===== src/icache_macros.svh =====
`ifndef ICACHE_MACROS_SVH
`define ICACHE_MACROS_SVH

// bus widths
`define ICACHE_WORD_W 32
`define ICACHE_ADDR_W 32

// 4 KB in total over two ways
`define ICACHE_LINE_WORDS 16
`define ICACHE_WAYS 2
`define ICACHE_SETS 32

// address fields from the top down are tag, index and byte offset in the line
`define ICACHE_INDEX_W 5
`define ICACHE_OFFSET_W 6
`define ICACHE_TAG_W 21

`endif

===== src/icache_pkg.sv =====
`include "icache_macros.svh"

package icache_pkg;

   typedef logic [`ICACHE_WORD_W-1:0] word_t;
   typedef logic [`ICACHE_ADDR_W-1:0] addr_t;
   typedef logic [`ICACHE_TAG_W-1:0] tag_t;
   typedef logic [`ICACHE_INDEX_W-1:0] index_t;
   typedef logic [$clog2(`ICACHE_LINE_WORDS)-1:0] word_sel_t;

   // word 0 sits in the low bits
   typedef word_t [`ICACHE_LINE_WORDS-1:0] line_t;

   // one hit flag per way
   typedef logic [`ICACHE_WAYS-1:0] way_vec_t;

   typedef struct packed {
      addr_t addr;
   } cpu_req_t;

   typedef struct packed {
      word_t data;
   } cpu_rsp_t;

   // word aligned byte address
   typedef struct packed {
      addr_t addr;
   } mem_req_t;

endpackage


===== src/sync_sram.sv =====
`timescale 1ns/100ps

`include "icache_macros.svh"

module sync_sram #(
   parameter type entry_t = logic
) (
   input  logic               clk,
   input  icache_pkg::index_t raddr,
   output entry_t             rdata,
   input  logic               we,
   input  icache_pkg::index_t waddr,
   input  entry_t             wdata
);
   import icache_pkg::*;

   entry_t mem [`ICACHE_SETS];
   index_t raddr_q;

   // read address is registered, data follows a cycle later
   always_ff @(posedge clk) begin
      if (we) begin
         mem[waddr] <= wdata;
      end
      raddr_q <= raddr;
   end

   assign rdata = mem[raddr_q];

endmodule


===== config.mk =====
export PLATFORM = sky130hd
export DESIGN_NAME = sync_sram
export DESIGN_NICKNAME = d
export VERILOG_FILES = /design/src/icache_pkg.sv /design/src/sync_sram.sv
export VERILOG_INCLUDE_DIRS = /design/src /design/src/src
export SDC_FILE = /design/constraint.sdc
export NUM_CORES = 1
export LEC_CHECK = 0
export BUFFER_PORTS_ARGS = -buffer_cell sky130_fd_sc_hd__buf_2
export CAP_MARGIN = 20
export CORE_UTILIZATION = 50
export DETAILED_ROUTE_END_ITERATION = 10
export PLACE_DENSITY = 0.77
export SYNTH_ARGS = -nofsm -noshare
export SYNTH_HDL_FRONTEND = slang
export SYNTH_SLANG_ARGS = --single-unit
export TNS_END_PERCENT = 30

===== constraint.sdc =====
create_clock -name clk -period 1.7 [get_ports clk]
set_input_delay 0.085 -clock clk [delete_from_list [all_inputs] [get_ports clk]]
set_output_delay 0.085 -clock clk [all_outputs]
set_load 0.05 [all_outputs]

* Word level (Yosys, flattened, before mapping)
Memory sizes are Yosys's and may differ from the RTL's. A register that Yosys moved wholly into a read port is not among the register bits.
Index checks and enable logic that the tools add are counted.
W data, S select, Z words.
** Word-level totals
- Logic and storage cells :: 3
- Input bits :: 13
- Register bits after elaboration :: 0
- Memory bits (writable) :: 32
- Memories kept :: 1
** Operators by class
- Multiplexer cells :: 2
** Memories
- mem :: depth 32, bits a word 1, read ports 1, clocked after Yosys merged registers in 1, wr ports 1, RTL line sync_sram.sv:17 : entry_t mem [`ICACHE_SETS];
** Operators with widths (count)
- $mux W1 :: 2

* Longest topological paths before layout
- Depth after elaboration :: 2
- Mapped depth :: 7
- Mapped depth without buffers :: 5

* Least setup slack after synthesis
No wires, ideal clock.
- Kind :: flip-flop to output port
- Start :: reg with a tool-made name
- End :: out rdata
- Stages on the path, launching flop included :: 6
- Arrival :: 1.415 ns
- Path slack :: 0.200 ns
- Buffers on the path :: 2
- Cells stage by stage :: dfxtp_1 -> buf_6 -> buf_12 -> mux2i_1 -> a211oi_1 -> a311o_1
** RTL lines
- to (decl) :: RTL line sync_sram.sv:10 : output entry_t rdata,

==> key figures <==
Run status
  • Status: finished with violations
  • Failing checks: negative setup slack

Clock tree
  • Clock transition at path regs: 0.11 ns
  • CTS tree: built
  • Max Buffers Root-to-Sink: 2
  • TritonCTS Buffers: 5
  • Root buf cell: clkbuf_4
  • Sink Count: 37
  • H-tree depth: 2

Global routing
  • Vias in the first global route: 923
  • GRT overflow: 0
  • First-pass GRT wire length: 3.953 mm
  • Gr usage total: 0.1675
  • Largest net degree at the start of global routing: 33
  • Initial antenna violation count: 0

Yosys
  • Ranking of synthesized cells by area: edfxtp_1 60%, mux2i_1 10%, nor2_1 8.0%
  • Share of the yosys chip area belonging to registers: 0.6641
  • #FFs+latches synth: 37
  • Post-synth top area cell: edfxtp_1
  • Ys flop type: edfxtp_1
  • Most instantiated cells after synthesis: 34 x nor2_1, 32 x edfxtp_1, 16 x mux2i_1
  • Post-synthesis cell area: between 1500 and 2000 sq um
  • Synth Warn #: 0
  • Avg Synthesized Cell Area: 12.89 sq um
  • Post-Synthesis Cells: around 120
  • Post-synth EDFFs: 32
  • Synth top area share: 0.6014
  • Syn_nets: 137
  • Count leader, synth: nor2_1
  • Synth cell types: 21
  • Asr flop ratio synth: 0

Setup path
  • Endpoint type of the worst setup path: output port
  • CP max FO: 7
  • CP Class: flip-flop to output port
  • Startpoint Class: flip-flop
  • Critical Path AT: approximately 1.9 ns
  • Required time of the critical path: around 1.6 ns

Placement
  • IO buf count: 13
  • Cell count after placement: 179
  • Placer Congestion: 0.8582
  • Pre-CTS WS: 0.1066 ns
  • Detailed Place HPWL: between 1.5 and 2 mm

Finish
  • Layout cell share with drive strength beyond 1: 0.1987
  • Antenna Cells: 0
  • P&R area growth vs syn: 19.42%
  • Non-Filler Instances: 195
  • Finished Core Util: 0.6250
  • Layout Nets: 163

Route
  • Detailed-route DRC error count: 0
  • Post-DRT Antenna Nets: 0
  • Wire per inst: roughly 14 um
  • Pre-antenna DRT Iters: 4
  • Initial DRC count: 73
  • Final wirelength: 2.739 mm
  • Via count: 1,030
  • Vias/cell: 5.282

Pwr
  • Leakage power: 0.0006769 uW
  • Power Density: 932.9 nW/um^2
  • Worst VDD drop: 0.0004701 V

Min path
  • Worst min path class: input port to flip-flop
  • Min-delay src: wdata

Timing
  • RSZ-0062 raised after global routing: true
  • Hold Slack: 0.2292 ns
  • Pins Over Slew Limit: 0
  • Setup TNS: -0.2516 ns
  • Setup violators final: 1
  • Fin crit share: 1.148
  • Worst Tran Pin Value: 0.4481 ns
  • Worst Slack Setup Final: -0.2516 ns
  • Worst rel slew slack: 0.7013
  • Hold Vio Cnt, Final: 0
  • Peak Freq: 0.5124 GHz
  • Min Tclk post-route: 1.952 ns

Floorplan
  • Die Span X: between 50 and 60 um
  • FP Rows: 20
  • IO Count: 14
  • Die area: between 3000 and 4000 sq um
  • Initial Utilization: 0.5234
  • Die Span Y: 58.53 um
  • Core box area: approximately 3100 sq um

Run
  • Max Cap Viol: 0
area by class of cell:
class                      count  area, sq um
sequential                    37         1065
fill                         227         1145
multi-input combinational     84        509.2
clock inverter                 1        30.03
timing repair buffer          22        193.9
tap                           44        55.05
clock buffer                   7        55.05
cells in the final DEF (no fill, tap or decap), types with 2 or more instances in the layout:
cell type / netlist / routed
nor2_1: 34 / 34
edfxtp_1: 32 / 32
mux2i_1: 16 / 14
buf_2: 0 / 12
nand2_1: 7 / 7
nand3b_1: 5 / 5
clkbuf_4: 0 / 5
dlygate4sd3_1: 0 / 5
nand3_1: 4 / 4
a22oi_1: 4 / 4
dfxtp_1: 5 / 4
or3b_2: 3 / 3
a21oi_1: 3 / 3
mux2i_2: 0 / 2
buf_12: 1 / 2
logic make-up (layout without fill, tap and decap cells):
family / after synthesis / count (layout) / share of synthesized area
flops: 37 / 37 / 0.6641
mux: 16 / 16 / 0.1002
simple gates: 59 / 59 / 0.1746
buf+inv: 3 / 30 / 0.02192
compound gates: 9 / 9 / 0.03915
where the power goes:
group | switching, uW | internal, uW | leakage (uW)
Combinational | 86.5 | 73.3 | 0.000301
Sequential | 9.18 | 999 | 0.000331
Clock | 260 | 351 | 0.0000455
per-stage QoR:
| step | total power, uW | area, sq um |
|---|---|---|
| 2_1_floorplan | 1112 | 1598 |
| 3_3_place_gp | 1156 | 1703 |
| 3_5_place_dp | 1158 | 1703 |
| 4_1_cts | 1778 | 1873 |
| 5_1_grt | 1833 | 1908 |
| 6_report | 1780 | 1908 |
final timing paths:
| check | endpoint | cells past startpoint | slack [ns] |
|---|---|---|---|
| worst min-delay path | mem[19] | 1 | 0.23 |
| worst max-delay path | rdata | 7 | -0.25 |
worst max-delay path: stages, from the launching register on:
cell      delay [ns]
dfxtp_4         0.39
buf_12          0.14
mux2i_1         0.20
a22oi_1         0.12
nand4b_1        0.13
a21oi_1         0.05
a311o_1         0.34
buf_6           0.16
per-layer routing:
| metal | track usage | share of wire | wire, um | vias up |
|---|---|---|---|---|
| met3 | 0.07253 | 0.070 | 191 | 6 |
| met2 | 0.2660 | 0.50 | 1361 | 45 |
| li1 | - | - | - | 504 |
| met1 | 0.1973 | 0.42 | 1142 | 475 |
| met4 | 0.07823 | 0.015 | 42 | 0 |
| met5 | 0 | 0 | 0 | - |
what timing repair did:
item | in CTS | in global routing
setup endpoints to repair | 1 | 1
cloned | 0 | 1
hold buffers | 5 | 0
resized for setup | 3 | 3
hold endpoints to repair | 5 | 0
buffers inserted | 2 | 0
pin swaps | 2 | 0
No activity file was read; power rests on OpenSTA's default activity.
