## config.mk

```make
export PLATFORM = sky130hd
export DESIGN_NAME = icache_refill
export DESIGN_NICKNAME = d
export VERILOG_FILES = /design/src/icache_pkg.sv /design/src/icache_refill.sv
export VERILOG_INCLUDE_DIRS = /design/src /design/src/src
export SDC_FILE = /design/constraint.sdc
export NUM_CORES = 1
export LEC_CHECK = 0
export BUFFER_PORTS_ARGS = -buffer_cell sky130_fd_sc_hd__buf_2
export CORE_AREA = 2 2 242 244
export DETAILED_ROUTE_END_ITERATION = 12
export DIE_AREA = 0 0 244 246
export GPL_ROUTABILITY_DRIVEN = 0
export SYNTH_ARGS = -nofsm -noshare
export SYNTH_HDL_FRONTEND = slang
export SYNTH_SLANG_ARGS = --single-unit
export TNS_END_PERCENT = 50
```

## constraint.sdc

```tcl
create_clock -name clk -period 19.5 [get_ports clk]
set_input_delay 1.95 -clock clk [delete_from_list [all_inputs] [get_ports clk]]
set_output_delay 1.95 -clock clk [all_outputs]
set_load 0.1 [all_outputs]
```

## src/icache_macros.svh

```systemverilog
`ifndef ICACHE_MACROS_SVH
`define ICACHE_MACROS_SVH

// bus widths
`define ICACHE_WORD_W 32
`define ICACHE_ADDR_W 32

// 4 KB in total over two ways
`define ICACHE_LINE_WORDS 16
`define ICACHE_WAYS 2
`define ICACHE_SETS 32

// address fields from the top down are tag, index and byte offset in the line
`define ICACHE_INDEX_W 5
`define ICACHE_OFFSET_W 6
`define ICACHE_TAG_W 21

`endif
```

## src/icache_pkg.sv

```systemverilog
`include "icache_macros.svh"

package icache_pkg;

   typedef logic [`ICACHE_WORD_W-1:0] word_t;
   typedef logic [`ICACHE_ADDR_W-1:0] addr_t;
   typedef logic [`ICACHE_TAG_W-1:0] tag_t;
   typedef logic [`ICACHE_INDEX_W-1:0] index_t;
   typedef logic [$clog2(`ICACHE_LINE_WORDS)-1:0] word_sel_t;

   // word 0 sits in the low bits
   typedef word_t [`ICACHE_LINE_WORDS-1:0] line_t;

   // one hit flag per way
   typedef logic [`ICACHE_WAYS-1:0] way_vec_t;

   typedef struct packed {
      addr_t addr;
   } cpu_req_t;

   typedef struct packed {
      word_t data;
   } cpu_rsp_t;

   // word aligned byte address
   typedef struct packed {
      addr_t addr;
   } mem_req_t;

endpackage

```

## src/icache_refill.sv

```systemverilog
`timescale 1ns/100ps

`include "icache_macros.svh"

module icache_refill (
   input  logic                 clk,
   input  logic                 reset,
   input  logic                 start,
   input  icache_pkg::addr_t    line_base,
   input  logic                 mem_req_ready,
   input  logic                 mem_rsp_valid,
   input  icache_pkg::word_t    mem_rsp_data,
   output logic                 mem_req_valid,
   output icache_pkg::mem_req_t mem_req,
   output logic                 done,
   output icache_pkg::line_t    line
);
   import icache_pkg::*;

   localparam int WORD_BYTES = `ICACHE_WORD_W / 8;

   // words issued and words returned so far
   word_sel_t req_cnt;
   word_sel_t rsp_cnt;
   logic      rsp_busy;
   addr_t     req_addr;

   logic req_fire;
   logic rsp_take;

   assign req_fire     = mem_req_valid && mem_req_ready;
   assign rsp_take     = rsp_busy && mem_rsp_valid;
   assign mem_req.addr = req_addr;

   always_ff @(posedge clk) begin
      if (reset) begin
         mem_req_valid <= 1'b0;
         rsp_busy      <= 1'b0;
         req_cnt       <= '0;
         rsp_cnt       <= '0;
         done          <= 1'b0;
      end else begin
         done <= 1'b0;
         if (start) begin
            mem_req_valid <= 1'b1;
            rsp_busy      <= 1'b1;
            req_cnt       <= '0;
            rsp_cnt       <= '0;
         end else begin
            // request side may run ahead of responses
            if (req_fire) begin
               req_cnt <= req_cnt + 1'b1;
               if (req_cnt == '1) begin
                  mem_req_valid <= 1'b0;
               end
            end
            if (rsp_take) begin
               rsp_cnt <= rsp_cnt + 1'b1;
               if (rsp_cnt == '1) begin
                  rsp_busy <= 1'b0;
                  done     <= 1'b1;
               end
            end
         end
      end
   end

   // address steps one word per accepted request
   always_ff @(posedge clk) begin
      if (start) begin
         req_addr <= line_base;
      end else if (req_fire) begin
         req_addr <= req_addr + WORD_BYTES;
      end
   end

   // shift in from the top so word 0 ends up at the bottom
   always_ff @(posedge clk) begin
      if (rsp_take) begin
         line <= {mem_rsp_data, line[`ICACHE_LINE_WORDS-1:1]};
      end
   end

endmodule

```

Word-level counts from Yosys, hierarchy flattened
Cells that the tools add are included.

Register bits: 555. Output and inout bits: 546.

Add/sub/neg operators: 3. Equal/unequal tests: 2. Multiplexer cells: 9. Bitwise logic cells: 1. Reductions and logical operators: 10.

Operator list (number): $mux W32 (2); $add A32 B3 Y32 const B (1); $add A4 B1 Y4 const B (2); $eq A4 B4 Y1 const B (2); $reduce_bool A2 Y1 (4); $mux W1 (7); $reduce_and A2 Y1 (2); $reduce_or A3 Y1 (1); $logic_and A1 B1 Y1 (2); $reduce_or A2 Y1 (1); $not A1 Y1 (1).

Longest topological paths before layout
Word-level depth: 4. Depth in mapped cells: 6.

Worst setup path before layout
OpenSTA, ideal clock, no wires.

Path type: input to register. From: in mem_rsp_valid. To: reg rsp_cnt[3]. Setup time: 68 ps. Data arrival time: 13227 ps. Data required time: 19432 ps. Setup slack: 6205 ps. Stages on the path: 5. Buffers on the path: 0. Path through: nand2_1 > inv_1 > nand4_1 > xor2_1 > nor2_1.

Cells in the longest elaborated chain, start to end: 1.

Ends and longest elaborated chain: start: declaration (line icache_refill.sv:11) `input logic mem_rsp_valid,`; $logic_and A1 B1 Y1 (line icache_refill.sv:32) `assign rsp_take = rsp_busy && mem_rsp_valid;`; net rsp_take (line icache_refill.sv:29) `logic rsp_take;`; end signal: assignment (line icache_refill.sv:58) `rsp_cnt <= rsp_cnt + 1'b1;`; end: declaration (line icache_refill.sv:24) `word_sel_t rsp_cnt;`.

The timed path passes the listed nets, and every way through them passes these cells. A chain may end at the register's enable or synchronous reset.

Final worst setup path
From: in mem_rsp_valid. To: reg line[191] (netlist name) (enable).

Cells in the longest elaborated chain, start to end: 1.

Ends and longest elaborated chain: $logic_and A1 B1 Y1 (line icache_refill.sv:32); net rsp_take (line icache_refill.sv:29); end signal: assignment (line icache_refill.sv:80) `` line <= {mem_rsp_data, line[`ICACHE_LINE_WORDS-1:1]}; ``; end: declaration (line icache_refill.sv:16) `output icache_pkg::line_t line`.

The timed path passes the listed nets, and every way through them passes these cells.

==> flow_summary.json <==
{
  "via_per_inst": 4.25,
  "ir_worst_vdd_mv": 0.0814,
  "finalHoldViolations": 0,
  "finalSetupTns_ps": 0,
  "ant_nets": 0,
  "drc": 0,
  "grt-ovfl-total": 0,
  "grt_usage_pct": 13.7,
  "seqCellArea_mm2": 0.0166,
  "min_period_ps": 4600,
  "syn2layout_area_growth_pct": 34.5,
  "relSlewSlack_pct": 18.0,
  "grt_use_met1_pct": 16.8,
  "clock_latency_ps": 600,
  "grt_max_degree": 168,
  "dieWidth_um": 244,
  "grtUsageMet3_pct": 3.55,
  "post_drt_wl_per_cell_um": 19.7,
  "power.leakage_nw": 8.97,
  "total_power_mw": 2.96,
  "firstDrtPassIters": 4,
  "syn-num-nets": 818,
  "postCtsSetupBuffers": 0,
  "synth_area_per_cell_um2": 23.8,
  "p_int_mw": 2.13,
  "drive_gt1_share_pct": 49.4,
  "num-fill-cells": 5141,
  "cts_tree": "built",
  "dpl.hpwl_um": 32000,
  "p_per_area_mw_per_mm2": 124,
  "hold_buffers": 0,
  "nets": 1488,
  "yosysUniqueCellTypes": 34,
  "syn_inst": 746,
  "place_area_mm2": 0.0218,
  "multi_input_area_mm2": 0.00111,
  "netlist_area_mm2": 0.0177,
  "skew_ps": 20.1,
  "fin_cells": 2231,
  "ys_ff_latch": 555,
  "critPathKind": "input port to flip-flop",
  "post-route-util_pct": 41.6,
  "place_ws_ps": 14260,
  "clock-root-buffer": "clkbuf_16",
  "drv_slew": 0,
  "cap_violations": 0,
  "finalCritPeriodShare_pct": 23.6,
  "wl_um": 43900,
  "switchingPower_mw": 0.836,
  "end_kind": "flip-flop",
  "power_frac_seq_pct": 46.9,
  "power.clock.fraction_pct": 40.0,
  "p_comb_share_pct": 13.1,
  "h-tree-depth": 2,
  "dp.cells": 2121,
  "yosys_warnings": 0,
  "crit_required_ps": 19720,
  "clk_pin_slew_worst_paths_ps": 60,
  "hold_path.class": "flip-flop to flip-flop",
  "p_sw_share_pct": 28.2,
  "setup_viol_count_final": 0,
  "status": "finished, final reports clean",
  "vias": 9477,
  "worst_slew_pin_slew_ps": 1230,
  "cp.arrival_ps": 4820,
  "port_buffers": 614,
  "dieArea_mm2": 0.0600,
  "cts_num_sinks": 555,
  "worstPathMaxFanout": 112,
  "drtIter0Drc": 532,
  "crit_path_start_kind": "input port",
  "boundaryPins": 615,
  "post_cts_resized": 0,
  "seq_area_frac_synth_pct": 93.3,
  "rsz0062_at_grt": "false",
  "start_util_pct": 30.9,
  "setup_ws_ps": 14900,
  "cts_buffers": 58,
  "grt_pass1_vias": 9554,
  "fmax_ghz": 0.217,
  "grt_pass1_wl_um": 61100,
  "core_area_mm2": 0.0574,
  "antenna_found_initial": 2,
  "stdcell_area_mm2": 0.0238,
  "core.rowCount": 88,
  "cts.path.max_buffers": 3,
  "fin_hold_ws_ps": 440,
  "grt.busiest_layer": "met2",
  "use_met2_pct": 22.7,
  "die-height_um": 246
}
==> metal layers <==
metal	vias to the layer above	routed length, um
met3	89	3090
met1	4687	17500
met4	0	1660
li1	4289	-
met2	412	21700
met5	-	0
==> cells in the mapped netlist, drive strengths merged <==
library cell	count	area [um2]
edfxtp	544	16300
nand2	42	158
o21ai	29	149
xor2	26	228
nand3	22	115
nand4	13	118
nor2	13	63.8
dfxtp	11	220
clkbuf	8	40.0
xnor2	7	61.3
a21oi	5	25.0
nor3	5	52.6
and2	4	25.0
ha	3	37.5
nor4	3	25.0
and3	2	13.8
inv	2	7.51
mux2	2	22.5
buf	1	11.3
dlygate4sd1	1	8.76
nand2b	1	6.26
or2	1	6.26
or3	1	6.26
==> worst max-delay path, cell delays in order <==
cell and delay [ps]:
buf_2 100, nand2_1 150, inv_8 560, buf_4 890, buf_4 990
==> power groups by stage <==
stage          registers, mW  clock network (mW)  logic [mW]
2_1_floorplan           1.73                   0      0.0304
3_3_place_gp            1.41                   0       0.389
3_5_place_dp            1.42                   0       0.390
4_1_cts                 1.39                1.22       0.390
5_1_grt                 1.40                1.26       0.396
6_report                1.39                1.19       0.387
==> placed cells by master, fill, tap and decap left out, drive strengths merged, types with 7 or more instances in the layout <==
master,Yosys,layout
nand3,22,22
nor2,13,13
clkinv,0,23
nand2,42,42
clkbuf,8,65
edfxtp,544,544
xnor2,7,7
nand4,13,13
xor2,26,26
buf,1,620
o21ai,29,29
inv,2,8
bufinv,0,13
dfxtp,11,11
==> sequential cells by signal, summed over array words and instances (netlist names) <==
name / flops
rsp_busy: 1
done: 1
rsp_cnt: 4
line: 512
mem_req: 32
mem_req_valid: 1
req_cnt: 4
==> final timing paths <==
| check | from | slack [ps] | to | depth (start not counted) |
|---|---|---|---|---|
| min | line[334] | 440 | line[302] | 0 |
| max | mem_rsp_valid | 14900 | line[191] | 5 |
| max reg2reg | rsp_busy | 16030 | line[191] | 4 |
| min reg2reg | line[334] | 440 | line[302] | 0 |
==> logic make-up after synthesis <==
group | Yosys count | share of synthesized area, %
AO/OA/AOI/OAI | 34 | 0.981
XOR/XNOR | 33 | 1.63
adder cells (fa/ha/maj) | 3 | 0.212
buffers and inverters | 12 | 0.381
flip-flops | 555 | 93.3
multiplexers | 2 | 0.127
AND/OR/NAND/NOR | 107 | 3.32
==> layout make-up <==
class,count,share of cell area (%)
inverter,2,0.0630
clock buffer,65,6.29
clock inverter,44,2.42
antenna,1,0.0105
multi-input combinational,179,4.66
tap,765,4.01
sequential,555,69.4
timing repair buffer,620,13.1
Note: power is estimated with default switching activity, not from simulation.
